$ cat src/draw_score/font_digits.dat
// Glyph rows in hex with the most significant bit leftmost
// Eight rows per digit, digits 0 to 9 in order
3C
66
6E
76
66
66
3C
00
18
38
18
18
18
18
7E
00
3C
66
06
0C
30
60
7E
00
3C
66
06
1C
06
66
3C
00
0C
1C
3C
6C
7E
0C
0C
00
7E
60
7C
06
06
66
3C
00
3C
60
7C
66
66
66
3C
00
7E
06
0C
18
30
30
30
00
3C
66
66
3C
66
66
3C
00
3C
66
66
3E
06
0C
38
00

$ cat src/common/vga_pkg.sv
// VGA raster and drawing definitions

`default_nettype none

package vga_pkg;

    ////////////////////////////////////////////////////////////////////////////
    // Shared vector and enum types
    typedef logic [10:0] hcount_t;      // Pixel within line
    typedef logic [10:0] vcount_t;      // Line within frame
    typedef logic [10:0] xpos_t;        // Ball x
    typedef logic [9:0]  ypos_t;        // Ball or paddle y
    typedef logic [3:0]  score_t;       // 0 to 9
    typedef logic [11:0] rgb_t;         // {r, g, b}
    typedef logic [3:0]  char_code_t;
    typedef logic [2:0]  char_line_t;
    typedef logic [7:0]  char_pixels_t; // MSB is leftmost

    typedef enum logic [1:0] {
        GS_IDLE,
        GS_PLAY,
        GS_POINT,
        GS_OVER
    } game_state_t;

    ////////////////////////////////////////////////////////////////////////////
    // VESA 800x600 at 72 Hz, 50 MHz pixel clock
    localparam int H_ACTIVE = 800;
    localparam int H_FRONT  = 56;
    localparam int H_SYNC   = 120;
    localparam int H_TOTAL  = 1040;
    localparam int V_ACTIVE = 600;
    localparam int V_FRONT  = 37;
    localparam int V_SYNC   = 6;
    localparam int V_TOTAL  = 666;

    ////////////////////////////////////////////////////////////////////////////
    // Field geometry
    localparam int BORDER            = 4;
    localparam int CENTER_X0         = 398;
    localparam int CENTER_W          = 4;
    localparam int DASH_BIT          = 4;   // 16-line dashes
    localparam int SCORE_Y0          = 32;
    localparam int SCORE1_X0         = 320;
    localparam int SCORE2_X0         = 448;
    localparam int SCORE_SCALE_SHIFT = 2;
    localparam int SCORE_SIZE        = 8 << SCORE_SCALE_SHIFT;
    localparam int FONT_DEPTH        = 80;  // Ten digits, eight rows each
    localparam int PAD_W             = 8;
    localparam int PAD_H             = 64;
    localparam int PAD_LEFT_X        = 16;
    localparam int PAD_RIGHT_X       = 776;
    localparam int BALL_SIZE         = 8;

    localparam rgb_t COLOR_FIELD = 12'h000;
    localparam rgb_t COLOR_LINE  = 12'hfff;
    localparam rgb_t COLOR_SCORE = 12'hfff;
    localparam rgb_t COLOR_PAD   = 12'h0f0;
    localparam rgb_t COLOR_BALL  = 12'hff0;
    localparam rgb_t COLOR_BLANK = 12'h000;

    localparam int PIPE_LATENCY = 4; // Counters to pins

endpackage

`default_nettype wire

$ cat src/verilog/vga_timing.sv
// VGA raster timing generator

`timescale 1ns/1ps
`default_nettype none

module vga_timing (
    input  logic             clk,
    input  logic             rst,
    output logic             timing_tick,
    output vga_pkg::hcount_t hcount,
    output vga_pkg::vcount_t vcount,
    output logic             hsync,
    output logic             vsync,
    output logic             hblnk,
    output logic             vblnk
);

    vga_pkg::hcount_t h_next;
    vga_pkg::vcount_t v_next;

    ////////////////////////////////////////////////////////////////////////////
    // Next raster position
    always_comb begin
        h_next = hcount + 1'b1;
        v_next = vcount;
        if (hcount == vga_pkg::hcount_t'(vga_pkg::H_TOTAL - 1)) begin
            h_next = '0;                // End of line
            if (vcount == vga_pkg::vcount_t'(vga_pkg::V_TOTAL - 1)) begin
                v_next = '0;            // End of frame
            end else begin
                v_next = vcount + 1'b1;
            end
        end
    end

    ////////////////////////////////////////////////////////////////////////////
    // Counters and decodes, all taken from the next position so they line up
    always_ff @(posedge clk) begin
        if (rst) begin
            hcount      <= '0;
            vcount      <= '0;
            hsync       <= 1'b0;
            vsync       <= 1'b0;
            hblnk       <= 1'b0;
            vblnk       <= 1'b0;
            timing_tick <= 1'b0;
        end else begin
            hcount      <= h_next;
            vcount      <= v_next;
            hsync       <= (h_next >= vga_pkg::H_ACTIVE + vga_pkg::H_FRONT) &&
                           (h_next <  vga_pkg::H_ACTIVE + vga_pkg::H_FRONT + vga_pkg::H_SYNC);
            vsync       <= (v_next >= vga_pkg::V_ACTIVE + vga_pkg::V_FRONT) &&
                           (v_next <  vga_pkg::V_ACTIVE + vga_pkg::V_FRONT + vga_pkg::V_SYNC);
            hblnk       <= (h_next >= vga_pkg::H_ACTIVE);
            vblnk       <= (v_next >= vga_pkg::V_ACTIVE);
            timing_tick <= (h_next == '0) && (v_next == vga_pkg::V_ACTIVE); // Start of vblank
        end
    end

    // Counters never leave the frame
    a_count_range: assert property (@(posedge clk) disable iff (rst)
        (hcount < vga_pkg::H_TOTAL) && (vcount < vga_pkg::V_TOTAL));

endmodule

`default_nettype wire

$ cat src/verilog/draw_bg.sv
// Playfield background stage

`timescale 1ns/1ps
`default_nettype none

module draw_bg (
    input  logic             clk,
    input  logic             rst,
    input  vga_pkg::hcount_t hcount_in,
    input  vga_pkg::vcount_t vcount_in,
    input  logic             hsync_in,
    input  logic             vsync_in,
    input  logic             hblnk_in,
    input  logic             vblnk_in,
    output vga_pkg::hcount_t hcount_out,
    output vga_pkg::vcount_t vcount_out,
    output logic             hsync_out,
    output logic             vsync_out,
    output logic             hblnk_out,
    output logic             vblnk_out,
    output vga_pkg::rgb_t    rgb_out
);

    logic          on_border;
    logic          on_center;
    vga_pkg::rgb_t rgb_nxt;

    always_comb begin
        on_border = (hcount_in < vga_pkg::BORDER) ||
                    (hcount_in >= vga_pkg::H_ACTIVE - vga_pkg::BORDER) ||
                    (vcount_in < vga_pkg::BORDER) ||
                    (vcount_in >= vga_pkg::V_ACTIVE - vga_pkg::BORDER);
        on_center = (hcount_in >= vga_pkg::CENTER_X0) &&
                    (hcount_in < vga_pkg::CENTER_X0 + vga_pkg::CENTER_W) &&
                    !vcount_in[vga_pkg::DASH_BIT];   // Gaps on odd dash slots
        if (hblnk_in || vblnk_in)         rgb_nxt = vga_pkg::COLOR_BLANK;
        else if (on_border || on_center)  rgb_nxt = vga_pkg::COLOR_LINE;
        else                              rgb_nxt = vga_pkg::COLOR_FIELD;
    end

    always_ff @(posedge clk) begin
        if (rst) begin
            {hcount_out, vcount_out} <= '0;
            {hsync_out, vsync_out, hblnk_out, vblnk_out} <= '0;
            rgb_out <= '0;
        end else begin
            {hcount_out, vcount_out} <= {hcount_in, vcount_in};
            {hsync_out, vsync_out, hblnk_out, vblnk_out} <=
                {hsync_in, vsync_in, hblnk_in, vblnk_in};
            rgb_out <= rgb_nxt;
        end
    end

endmodule

`default_nettype wire

$ cat src/draw_score/font_rom.sv
// Digit glyph ROM

`timescale 1ns/1ps
`default_nettype none

module font_rom (
    input  logic                  clk,
    input  vga_pkg::char_code_t   char_code,
    input  vga_pkg::char_line_t   char_line,
    output vga_pkg::char_pixels_t char_pixels
);

    vga_pkg::char_pixels_t rom [0:vga_pkg::FONT_DEPTH-1];
    logic [6:0]            addr;

    // Eight rows per digit, so code and line concatenate into the address
    assign addr = {char_code, char_line};

    initial begin
        $readmemh("/design/src/draw_score/font_digits.dat", rom);
    end

    always_ff @(posedge clk) begin
        char_pixels <= rom[addr];      // One cycle read
    end

endmodule

`default_nettype wire

$ cat src/draw_score/draw_score.sv
// Score digit overlay stage

`timescale 1ns/1ps
`default_nettype none

module draw_score (
    input  logic                  clk,
    input  logic                  rst,
    input  vga_pkg::hcount_t      hcount_in,
    input  vga_pkg::vcount_t      vcount_in,
    input  logic                  hsync_in,
    input  logic                  vsync_in,
    input  logic                  hblnk_in,
    input  logic                  vblnk_in,
    input  vga_pkg::rgb_t         rgb_in,
    output vga_pkg::hcount_t      hcount_out,
    output vga_pkg::vcount_t      vcount_out,
    output logic                  hsync_out,
    output logic                  vsync_out,
    output logic                  hblnk_out,
    output logic                  vblnk_out,
    output vga_pkg::rgb_t         rgb_out,
    input  vga_pkg::score_t       player1_score,
    input  vga_pkg::score_t       player2_score,
    output vga_pkg::char_code_t   char_code,
    output vga_pkg::char_line_t   char_line,
    input  vga_pkg::char_pixels_t char_pixels
);

    logic             in_rows, in_box1, in_box2;
    vga_pkg::hcount_t dx;
    vga_pkg::vcount_t dy;

    // Stage 1 registers, held while the font ROM reads
    vga_pkg::hcount_t hcount_d;
    vga_pkg::vcount_t vcount_d;
    logic             hsync_d, vsync_d, hblnk_d, vblnk_d;
    vga_pkg::rgb_t    rgb_d;
    logic             in_box_d;
    logic [2:0]       col_d;      // Glyph column

    ////////////////////////////////////////////////////////////////////////////
    // Box decode and ROM addressing
    always_comb begin
        in_rows = (vcount_in >= vga_pkg::SCORE_Y0) &&
                  (vcount_in < vga_pkg::SCORE_Y0 + vga_pkg::SCORE_SIZE);
        in_box1 = in_rows && (hcount_in >= vga_pkg::SCORE1_X0) &&
                  (hcount_in < vga_pkg::SCORE1_X0 + vga_pkg::SCORE_SIZE);
        in_box2 = in_rows && (hcount_in >= vga_pkg::SCORE2_X0) &&
                  (hcount_in < vga_pkg::SCORE2_X0 + vga_pkg::SCORE_SIZE);
        dy = vcount_in - vga_pkg::vcount_t'(vga_pkg::SCORE_Y0);
        dx = in_box1 ? hcount_in - vga_pkg::hcount_t'(vga_pkg::SCORE1_X0)
                     : hcount_in - vga_pkg::hcount_t'(vga_pkg::SCORE2_X0);
        char_line = dy[vga_pkg::SCORE_SCALE_SHIFT +: 3];  // Each row four lines tall
        char_code = in_box1 ? player1_score : (in_box2 ? player2_score : '0);
    end

    always_ff @(posedge clk) begin
        if (rst) begin
            {hcount_d, vcount_d, hsync_d, vsync_d, hblnk_d, vblnk_d} <= '0;
            rgb_d    <= '0;
            in_box_d <= 1'b0;
            col_d    <= '0;
            {hcount_out, vcount_out, hsync_out, vsync_out, hblnk_out, vblnk_out} <= '0;
            rgb_out  <= '0;
        end else begin
            {hcount_d, vcount_d, hsync_d, vsync_d, hblnk_d, vblnk_d} <=
                {hcount_in, vcount_in, hsync_in, vsync_in, hblnk_in, vblnk_in};
            rgb_d    <= rgb_in;
            in_box_d <= in_box1 || in_box2;
            col_d    <= dx[vga_pkg::SCORE_SCALE_SHIFT +: 3];
            // Glyph applied once char_pixels is valid
            {hcount_out, vcount_out, hsync_out, vsync_out, hblnk_out, vblnk_out} <=
                {hcount_d, vcount_d, hsync_d, vsync_d, hblnk_d, vblnk_d};
            rgb_out  <= (in_box_d && char_pixels[3'd7 - col_d]) ? vga_pkg::COLOR_SCORE : rgb_d;
        end
    end

    // Font only holds 0 to 9
    a_score_range: assert property (@(posedge clk) disable iff (rst)
        (player1_score <= 4'd9) && (player2_score <= 4'd9));

endmodule

`default_nettype wire

$ cat src/verilog/draw_ball_pads.sv
// Paddles and ball, last drawing stage

`timescale 1ns/1ps
`default_nettype none

module draw_ball_pads (
    input  logic                 clk,
    input  logic                 rst,
    input  vga_pkg::hcount_t     hcount_in,
    input  vga_pkg::vcount_t     vcount_in,
    input  logic                 hsync_in,
    input  logic                 vsync_in,
    input  logic                 hblnk_in,
    input  logic                 vblnk_in,
    input  vga_pkg::rgb_t        rgb_in,
    output logic                 hs,
    output logic                 vs,
    output vga_pkg::rgb_t        rgb,
    input  vga_pkg::xpos_t       x_ball,
    input  vga_pkg::ypos_t       y_ball,
    input  vga_pkg::ypos_t       y_pad_left,
    input  vga_pkg::ypos_t       y_pad_right,
    input  vga_pkg::game_state_t state
);

    vga_pkg::vcount_t top_left, top_right, top_ball;
    logic [11:0]      h_ext, ball_x0;      // Widened so x plus size never wraps
    logic             on_pad, on_ball;
    vga_pkg::rgb_t    rgb_nxt;

    always_comb begin
        top_left  = vga_pkg::vcount_t'(y_pad_left);
        top_right = vga_pkg::vcount_t'(y_pad_right);
        top_ball  = vga_pkg::vcount_t'(y_ball);
        h_ext     = {1'b0, hcount_in};
        ball_x0   = {1'b0, x_ball};
        on_pad  = ((hcount_in >= vga_pkg::PAD_LEFT_X) &&
                   (hcount_in < vga_pkg::PAD_LEFT_X + vga_pkg::PAD_W) &&
                   (vcount_in >= top_left) &&
                   (vcount_in < top_left + vga_pkg::vcount_t'(vga_pkg::PAD_H))) ||
                  ((hcount_in >= vga_pkg::PAD_RIGHT_X) &&
                   (hcount_in < vga_pkg::PAD_RIGHT_X + vga_pkg::PAD_W) &&
                   (vcount_in >= top_right) &&
                   (vcount_in < top_right + vga_pkg::vcount_t'(vga_pkg::PAD_H)));
        on_ball = (state == vga_pkg::GS_PLAY) &&
                  (h_ext >= ball_x0) && (h_ext < ball_x0 + 12'(vga_pkg::BALL_SIZE)) &&
                  (vcount_in >= top_ball) &&
                  (vcount_in < top_ball + vga_pkg::vcount_t'(vga_pkg::BALL_SIZE));
        if (hblnk_in || vblnk_in) rgb_nxt = rgb_in;   // Keep blanking black
        else if (on_ball)         rgb_nxt = vga_pkg::COLOR_BALL;
        else if (on_pad)          rgb_nxt = vga_pkg::COLOR_PAD;
        else                      rgb_nxt = rgb_in;
    end

    always_ff @(posedge clk) begin
        if (rst) begin
            hs  <= 1'b0;
            vs  <= 1'b0;
            rgb <= '0;
        end else begin
            hs  <= hsync_in;
            vs  <= vsync_in;
            rgb <= rgb_nxt;
        end
    end

    // Game FSM output must be defined once out of reset
    a_state_known: assert property (@(posedge clk) disable iff (rst) !$isunknown(state));

endmodule

`default_nettype wire

$ cat src/verilog/top_vga.sv
// Paddle game video top level

`timescale 1ns/1ps
`default_nettype none

module top_vga (
    input  logic                 clk,
    input  logic                 rst,
    input  vga_pkg::ypos_t       y_player_1,
    input  vga_pkg::ypos_t       y_player_2,
    input  vga_pkg::xpos_t       x_ball,
    input  vga_pkg::ypos_t       y_ball,
    input  vga_pkg::game_state_t state,
    input  vga_pkg::score_t      player1_score,
    input  vga_pkg::score_t      player2_score,
    output logic                 timing_tick,
    output logic                 vs,
    output logic                 hs,
    output logic [3:0]           r,
    output logic [3:0]           g,
    output logic [3:0]           b
);

    ////////////////////////////////////////////////////////////////////////////
    // Raster links between stages
    vga_pkg::hcount_t      hcount_tim, hcount_bg, hcount_sc;
    vga_pkg::vcount_t      vcount_tim, vcount_bg, vcount_sc;
    logic                  hsync_tim, vsync_tim, hblnk_tim, vblnk_tim;
    logic                  hsync_bg, vsync_bg, hblnk_bg, vblnk_bg;
    logic                  hsync_sc, vsync_sc, hblnk_sc, vblnk_sc;
    vga_pkg::rgb_t         rgb_bg, rgb_sc, rgb_pix;
    vga_pkg::char_code_t   char_code;
    vga_pkg::char_line_t   char_line;
    vga_pkg::char_pixels_t char_pixels;

    assign {r, g, b} = rgb_pix;        // Red in top nibble

    vga_timing u_vga_timing (
        .clk, .rst, .timing_tick,
        .hcount (hcount_tim), .vcount (vcount_tim),
        .hsync  (hsync_tim),  .vsync  (vsync_tim),
        .hblnk  (hblnk_tim),  .vblnk  (vblnk_tim)
    );

    draw_bg u_draw_bg (
        .clk, .rst,
        .hcount_in  (hcount_tim), .vcount_in  (vcount_tim),
        .hsync_in   (hsync_tim),  .vsync_in   (vsync_tim),
        .hblnk_in   (hblnk_tim),  .vblnk_in   (vblnk_tim),
        .hcount_out (hcount_bg),  .vcount_out (vcount_bg),
        .hsync_out  (hsync_bg),   .vsync_out  (vsync_bg),
        .hblnk_out  (hblnk_bg),   .vblnk_out  (vblnk_bg),
        .rgb_out    (rgb_bg)
    );

    draw_score u_draw_score (
        .clk, .rst,
        .hcount_in  (hcount_bg), .vcount_in  (vcount_bg),
        .hsync_in   (hsync_bg),  .vsync_in   (vsync_bg),
        .hblnk_in   (hblnk_bg),  .vblnk_in   (vblnk_bg),
        .rgb_in     (rgb_bg),
        .hcount_out (hcount_sc), .vcount_out (vcount_sc),
        .hsync_out  (hsync_sc),  .vsync_out  (vsync_sc),
        .hblnk_out  (hblnk_sc),  .vblnk_out  (vblnk_sc),
        .rgb_out    (rgb_sc),
        .player1_score, .player2_score,
        .char_code, .char_line, .char_pixels
    );

    font_rom u_font_rom (.clk, .char_code, .char_line, .char_pixels);

    draw_ball_pads u_draw_ball_pads (
        .clk, .rst,
        .hcount_in  (hcount_sc), .vcount_in (vcount_sc),
        .hsync_in   (hsync_sc),  .vsync_in  (vsync_sc),
        .hblnk_in   (hblnk_sc),  .vblnk_in  (vblnk_sc),
        .rgb_in     (rgb_sc),
        .hs, .vs,
        .rgb        (rgb_pix),
        .x_ball, .y_ball,
        .y_pad_left  (y_player_1),
        .y_pad_right (y_player_2),
        .state
    );

endmodule

`default_nettype wire

$ cat config.mk
export PLATFORM = sky130hd
export DESIGN_NAME = top_vga
export DESIGN_NICKNAME = d
export VERILOG_FILES = /design/src/common/vga_pkg.sv /design/src/verilog/vga_timing.sv /design/src/verilog/draw_bg.sv /design/src/draw_score/font_rom.sv /design/src/draw_score/draw_score.sv /design/src/verilog/draw_ball_pads.sv /design/src/verilog/top_vga.sv
export SDC_FILE = /design/constraint.sdc
export NUM_CORES = 1
export LEC_CHECK = 0
export ABC_AREA = 1
export BUFFER_PORTS_ARGS = -buffer_cell sky130_fd_sc_hd__buf_2
export CAP_MARGIN = 25
export CORE_ASPECT_RATIO = 0.5
export CORE_MARGIN = 5
export CORE_UTILIZATION = 50
export DETAILED_ROUTE_END_ITERATION = 16
export PLACE_DENSITY = 0.69
export SYNTH_ARGS = -nofsm -noshare
export SYNTH_HDL_FRONTEND = slang
export SYNTH_HIERARCHICAL = 1
export SYNTH_SLANG_ARGS = --single-unit
$ cat constraint.sdc
create_clock -name clk -period 5.4 [get_ports clk]
set_input_delay 0.54 -clock clk [delete_from_list [all_inputs] [get_ports clk]]
set_output_delay 0.54 -clock clk [all_outputs]
set_load 0.02 [all_outputs]
Word level (Yosys, flattened, before mapping)
Cells that the tools add are included.
- output and inout bits: 15
- latch bits: 0
- input port bits: 53
- memories kept: 0
- bits in read-only memories: 0
- register bits after elaboration: 167
- memory bits (writable): 0
- eq/ne operators: 4
- multipliers: 0
- magnitude comparators: 31
- shift operators: 0
- add/subtract/negate cells: 9
- bitwise gates (word level): 0
- divide/modulo/power cells: 0
- reduce and logical (&&, ||, !) cells: 32
- mux-type cells: 11
- operators by type and width (kind ; count):
    11-bit by 10-bit greater-or-equal comparator with 1-bit output (second input constant) ; 7
    12-bit two-way mux ; 5
    11-bit by 10-bit greater-or-equal comparator with 1-bit output ; 3
    11-bit by 9-bit greater-or-equal comparator with 1-bit output (second input constant) ; 3
    11-bit by 10-bit less-than comparator with 1-bit output (second input constant) ; 3
    11-bit less-than comparator ; 3
    11-bit by 9-bit less-than comparator with 1-bit output (second input constant) ; 3
    11-bit two-way mux ; 3
    10-bit by 7-bit adder with 11-bit output (second input constant) ; 2
    11-bit by 1-bit adder with 11-bit output (second input constant) ; 2
    11-bit by 10-bit equality test with 1-bit output (second input constant) ; 2
    11-bit by 3-bit less-than comparator with 1-bit output (second input constant) ; 2
    1-bit logical AND ; 21
    11-bit by 4-bit adder with 12-bit output (second input constant) ; 1
    11-bit by 12-bit less-than comparator with 1-bit output ; 1
    10-bit by 4-bit adder with 11-bit output (second input constant) ; 1
    11-bit equality test (second input constant) ; 1
    11-bit greater-or-equal comparator ; 1
    11-bit by 5-bit greater-or-equal comparator with 1-bit output (second input constant) ; 1
    11-bit by 6-bit greater-or-equal comparator with 1-bit output (second input constant) ; 1
    11-bit zero test ; 1
    11-bit by 5-bit less-than comparator with 1-bit output (second input constant) ; 1
    11-bit by 7-bit less-than comparator with 1-bit output (second input constant) ; 1
    5-bit by 1-bit subtractor with 5-bit output (second input constant) ; 2
    9 further kinds ; 16

Depth between registers and ports, before layout
Gate-level depths: netlist of the first run.
- depth after elaboration: 8
- mapped depth: 17

Cells and area by module
The synthesis of the first run kept the hierarchy.
- modules (own cells, without submodules) (module ; times used ; cells each ; area an instance (µm²)):
    draw_ball_pads ; 1 ; 430 ; 2685.1
    draw_score ; 1 ; 283 ; 2436.1
    vga_timing ; 1 ; 284 ; 1741.7
    draw_bg ; 1 ; 142 ; 1043.5
    font_rom ; 1 ; 9 ; 63.8

Worst setup path before layout of the first run
OpenSTA, ideal clock, no wires.
- path kind: input-to-reg
- start: input x_ball[4]
- end: register u_draw_ball_pads.rgb[0]
- data required time: 5.288 ns
- path slack: 3.138 ns
- stages: 14
- data arrival time: 2.150 ns
- path buffers: 0
- path through: inv_1 -> nor3_1 -> nand3_1 -> nor3_1 -> xor2_1 -> ha_1 -> nand2_1 -> nor2_1 -> nor2_1 -> nand3_1 -> nor2_2 -> nand2_4 -> nand2_2 -> nor2_1
- word-level cells in the longest chain between the ends: 7
- elaborated cells between the ends (all ways): 9
- ends and longest elaborated chain (item ; line ; RTL):
    start, declared ; top_vga.sv:11 ; input vga_pkg::xpos_t x_ball,
    11-bit by 4-bit adder with 12-bit output or 11-bit greater-or-equal comparator (tied branches) ; draw_ball_pads.sv:46 ; (h_ext >= ball_x0) && (h_ext < ball_x0 + 12'(vga_pkg::BALL_SIZE)) &&
    11-bit by 12-bit less-than comparator with 1-bit output or 1-bit logical AND (tied branches) ; draw_ball_pads.sv:46, draw_ball_pads.sv:45 ;
    1-bit logical AND (*) (2 in a row) ; draw_ball_pads.sv:46 ;
    1-bit logical AND (*) ; draw_ball_pads.sv:47 ; (vcount_in >= top_ball) &&
    12-bit two-way mux (*) ; draw_ball_pads.sv:50 ; else if (on_ball) rgb_nxt = vga_pkg::COLOR_BALL;
    12-bit two-way mux (*) ; draw_ball_pads.sv:49 ; if (hblnk_in || vblnk_in) rgb_nxt = rgb_in;
    end signal, assigned ; draw_ball_pads.sv:63 ; rgb <= rgb_nxt;
    end, declared ; draw_ball_pads.sv:18 ; output vga_pkg::rgb_t rgb,
Every way passes the cells marked *; elsewhere a longest branch is shown, timed or not.
A chain may end at the register's enable or synchronous reset.

Worst setup path after layout of the first run
- start: input y_ball[5]
- end: register u_draw_ball_pads.rgb[1]
- word-level cells in the longest chain between the ends: 5
- elaborated cells between the ends (all ways): 7
- ends and longest elaborated chain (item ; line ; RTL):
    start, declared ; top_vga.sv:12 ; input vga_pkg::ypos_t y_ball,
    10-bit by 4-bit adder with 11-bit output or 11-bit by 10-bit greater-or-equal comparator with 1-bit output (tied branches) ; draw_ball_pads.sv:48, draw_ball_pads.sv:47 ;
    11-bit less-than comparator or 1-bit logical AND (tied branches) ; draw_ball_pads.sv:48, draw_ball_pads.sv:46 ;
    1-bit logical AND (*) ; draw_ball_pads.sv:47 ;
    12-bit two-way mux (*) ; draw_ball_pads.sv:50 ;
    12-bit two-way mux (*) ; draw_ball_pads.sv:49 ;
Marks and branches as above.

==> results.json, run 1 <==
{
  "status": "completed",
  "yosys_warnings": 6,
  "grt_pass1_wl_um": 26400,
  "finalSetupTns_ns": 0,
  "clock_latency_ns": 0.41,
  "grt_overflow_total": 0,
  "grt_max_degree": 78,
  "clk_pin_slew_ns": 0.06,
  "track_usage": 0.169,
  "tightestPinTransition_ns": 0.804,
  "ir_drop_uv": 155,
  "clock_skew_ns": 0.00434,
  "setup_viol": 0,
  "cts_resized": 0,
  "crit_path_max_fanout": 9,
  "cts-root-buf": "clkbuf_16",
  "layout_common_cells": "inv_1 (231), nand2_1 (218), nor2_1 (210), dfxtp_1 (145), ha_1 (74)",
  "cts.hold.buffers_added": 0,
  "die_area_um2": 18500,
  "critPathCaptureType": "flip-flop",
  "drt_iter0_markers": 440,
  "post-route-period-util": 0.435,
  "die_y_um": 98.8,
  "drt-total-wl_um": 15300,
  "required_ns": 5.70,
  "start_util": 0.511,
  "path_cells": "buf_2, inv_1, nor3_1, nand3_1, nor2_1, nand2_1, ha_1, nand2_1, nand2_1, nor2_1, nand2_1, nor2_1, nand3_1, nor2_2, nand2_4, nand2_2, nor2_1",
  "cts_tree": "built",
  "grt_antenna_before_repair": 0,
  "fmax_mhz": 426,
  "clock-sinks": 145,
  "utilization": 0.567,
  "post-cts-setup-buffers": 0,
  "reg2reg_depth": 11,
  "path_class": "in -> reg",
  "area_growth_pct": 11.0,
  "synth_cells": 1130,
  "period_minus_slack_ns": 2.35,
  "dr.pass1.iters": 6,
  "clockBufferDepth": 2,
  "mostFrequentLayoutCell": "inv_1",
  "coreArea_um2": 15400,
  "rows": 32,
  "drv_cap": 0,
  "vias": 6384,
  "num-nets-final": 1306,
  "die_x_um": 188,
  "worstHoldPathType": "reg -> reg",
  "hold_viol_final": 0,
  "slew_headroom": 0.464,
  "pin_count": 68,
  "syn_area_um2": 7880,
  "slowest_stage": "nor3_1",
  "slowest_delay_ns": 0.34,
  "via_per_inst": 4.58,
  "maxSlewViolCount": 0,
  "layout-drive-gt1-share": 0.113,
  "drcViolationCount": 0,
  "gp_congestion": 0.873,
  "io_buffers": 59,
  "routedWlPerCell_um": 10.9,
  "htreeDepth": 4,
  "n_antenna_cell": 0,
  "hpwl_um": 11700,
  "grt_pass1_vias": 6079,
  "avgSynthCellArea_um2": 6.97,
  "ant_nets": 0,
  "cellPowerDensity_nw_per_um2": 256,
  "rsz0062_at_grt": "no",
  "p_leak_nw": 4.41,
  "cp.arrival_ns": 2.65,
  "cts_inserted_buffers": 17,
  "crit_path_start_kind": "input port",
  "holdPathStages": 2
}
-- power by group --
| part | switching [mW] | leakage [nW] | internal (mW) | total [mW] |
|---|---|---|---|---|
| sequential | 0.00816 | 1.18 | 1.09 | 1.09 |
| clock | 0.417 | 0.241 | 0.592 | 1.01 |
| combinational | 0.0848 | 2.99 | 0.0536 | 0.138 |
| total | 0.510 | 4.41 | 1.73 | 2.24 |
-- flip-flops by register name (all words and copies together), names as in the netlist, 11 cells and up --
register,flops
u_draw_ball_pads/rgb,12
u_draw_bg/hcount_out,11
u_vga_timing/hcount,11
u_draw_score/rgb_d,12
u_draw_score/rgb_out,12
u_vga_timing/vcount,11
u_draw_score/hcount_d,11
u_draw_bg/vcount_out,11
u_draw_score/hcount_out,11
u_draw_score/vcount_out,11
u_draw_score/vcount_d,11
-- worst max-delay path, delay by kind of cell --
family | cells | cell delay, ns
fa+ha+maj | 1 | 0.28
buf+inv | 2 | 0.18
simple gates | 14 | 1.63
-- layout make-up --
class	count	area (µm²)
sequential	145	2900
clock inverter	9	62.6
fill	1443	6670
multi-input combinational	719	3880
clock buffer	21	450
timing repair buffer	60	305
inverter	236	886
tap	204	255
-- worst paths after layout --
kind	end	slack, ns	from
min reg2reg	u_draw_score/vsync_d	0.40	u_draw_bg/vsync_out
min	u_draw_score/vsync_d	0.40	u_draw_bg/vsync_out
max reg2reg	u_vga_timing/vblnk	3.28	u_vga_timing/hcount[1]
max	u_draw_ball_pads/rgb[1]	3.05	y_ball[5]
-- metrics by stage --
stage	worst slack, ns	hold WS (ns)	instance area (µm²)	power, mW	cells
finish	3.05	0.398	8740	2.24	1394
global route	2.73	0.418	8740	2.34	1394
CTS	3.02	0.397	8740	2.26	1394
detailed placement	2.60	0.394	8230	1.26	1364
global placement	2.65	0.389	8230	1.25	1364
floorplan	3.14	0.388	7910	1.22	1137
-- metal layers --
layer	up-vias	share of wire	GRT usage
li1	3492	-	-
met1	2763	0.50	0.219
met2	115	0.44	0.285
met3	14	0.045	0.0421
met4	0	0.0090	0.0445
met5	-	0	0
(Power assumes the default switching activity.)
==> run 2: changes to the inputs <==
Clock period 5.4 ns to 2.18 ns, I/O delays scaled along.
==> run 2 against run 1 <==
Power increased to 2.6 times the previous value. Global-route usage rose by 0.92 points. Worst hold slack worse by 0.15 ns. Non-clock buffer count rose by 24. Sequential share of layout area fell by 0.98 points. Via count rose by 3.1%. Critical endpoint is now u_vga_timing/vsync.
==> results.json, run 2 (synthesis results as in run 1) <==
{
  "cellPowerDensity_nw_per_um2": 639,
  "die_x_um": 188,
  "num-nets-final": 1331,
  "cp.arrival_ns": 2.37,
  "grt_pass1_vias": 6367,
  "grt_max_degree": 52,
  "setup_viol": 0,
  "routedWlPerCell_um": 11.2,
  "pin_count": 68,
  "p_leak_nw": 4.56,
  "mostFrequentLayoutCell": "inv_1",
  "die_area_um2": 18500,
  "period_minus_slack_ns": 2.01,
  "path_class": "reg -> reg",
  "dr.pass1.iters": 5,
  "htreeDepth": 4,
  "track_usage": 0.178,
  "rsz0062_at_grt": "no",
  "via_per_inst": 4.63,
  "grt_pass1_wl_um": 27700,
  "hpwl_um": 12000,
  "cts-root-buf": "clkbuf_16",
  "layout-drive-gt1-share": 0.139,
  "cts_tree": "built",
  "required_ns": 2.53,
  "crit_path_start_kind": "flip-flop",
  "setup_ws_ns": 0.167,
  "gp_congestion": 0.897,
  "layout_common_cells": "inv_1 (231), nand2_1 (218), nor2_1 (209), dfxtp_1 (143), ha_1 (74)",
  "place_area_um2": 8390,
  "clock-sinks": 145,
  "hold_slack_ns": 0.246,
  "ir_drop_uv": 395,
  "routed-wl-met2_um": 7090,
  "die_y_um": 98.8,
  "clk_pin_slew_ns": 0.06,
  "finalInstanceArea_um2": 9010,
  "drt-total-wl_um": 15900,
  "cts.hold.buffers_added": 0,
  "crit_path_max_fanout": 6,
  "ant_nets": 0,
  "grt_antenna_before_repair": 0,
  "wl_met3_um": 836,
  "vias": 6585,
  "fmax_mhz": 497,
  "hold_viol_final": 0,
  "fill_cells": 1428,
  "status": "completed",
  "area_growth_pct": 14.4,
  "drt_iter0_markers": 403,
  "top_layer_used": "met4",
  "path_common_cell": "nand2_1",
  "coreArea_um2": 15400,
  "grt_overflow_total": 0,
  "clockBufferDepth": 2,
  "worstHoldPathType": "in -> reg",
  "start_util": 0.511,
  "clock_latency_ns": 0.42,
  "power_mw": 5.76,
  "maxSlewViolCount": 0,
  "wl_met1_um": 7810,
  "reg_top3": "u_draw_ball_pads/rgb: 12 flops, u_draw_score/rgb_d: 12 flops, u_draw_score/rgb_out: 12 flops",
  "io_buffers": 59,
  "cts_inserted_buffers": 17,
  "rows": 32,
  "slowest_stage": "dfxtp_1",
  "n_antenna_cell": 0,
  "post-route-period-util": 0.923,
  "drcViolationCount": 0,
  "preCtsSetupSlack_ns": -0.153,
  "slowest_delay_ns": 0.33,
  "finalSetupTns_ns": 0,
  "drv_cap": 0,
  "path_cells": "ha_1, nand2_2, nor2_4, nand3_2, nor2_2, buf_4, nand2_1, nand2_1, nand2_1, inv_1, nand4_1, nand2_1, nand2_1, nor2_2",
  "clock_skew_ns": 0.0144,
  "critPathCaptureType": "flip-flop"
}
## run 2: repair_timing
action | 4_1_cts | 5_1_grt
resized for setup | 0 | 6
setup buffers | 0 | 4
setup endpoints to repair | 0 | 2
## run 2: where the power goes
part | total, mW | leakage [nW] | switching [mW] | internal, mW
sequential | 2.70 | 1.18 | 0.0160 | 2.69
clock | 2.68 | 0.266 | 1.12 | 1.56
combinational | 0.373 | 3.12 | 0.220 | 0.153
## run 2: metrics by stage
step           instances  utilization
6_report            1421        0.585
5_1_grt             1421        0.585
4_1_cts             1416        0.581
3_5_place_dp        1384        0.544
3_3_place_gp        1384        0.544
2_1_floorplan       1137            -
## run 2: path summary, 6_finish.rpt
check                          from                      to  slack [ns]  depth (start not counted)
min reg2reg    u_draw_score/vblnk_d  u_draw_score/vblnk_out        0.39                          2
max reg2reg  u_vga_timing/hcount[0]      u_vga_timing/vsync        0.17                         14
min                             rst   u_draw_score/rgb_d[7]        0.25                          2
max          u_vga_timing/hcount[0]      u_vga_timing/vsync        0.17                         14
## run 2: critical path: cells and delay by family, from the launching register on
family                   cells  cell delay, ns
AND/OR/NAND/NOR             11            1.18
flip-flops                   1            0.33
buffers and inverters        2            0.22
adder cells (fa/ha/maj)      1            0.21
## run 2: per-layer routing
layer	vias up	GRT usage
li1	3546	-
met1	2884	0.231
met2	139	0.295
met3	16	0.0435
met4	0	0.0586
met5	-	0
## run 2: area by class of cell
class / count / area [µm²] / share of cell area
Clock buffer: 20 / 467 / 0.0518
Clock inverter: 12 / 96.3 / 0.0107
Inverter: 236 / 886 / 0.0983
Multi-Input combinational cell: 720 / 3910 / 0.433
Sequential cell: 145 / 2910 / 0.322
Tap cell: 204 / 255 / 0.0283
Timing Repair Buffer: 84 / 498 / 0.0552
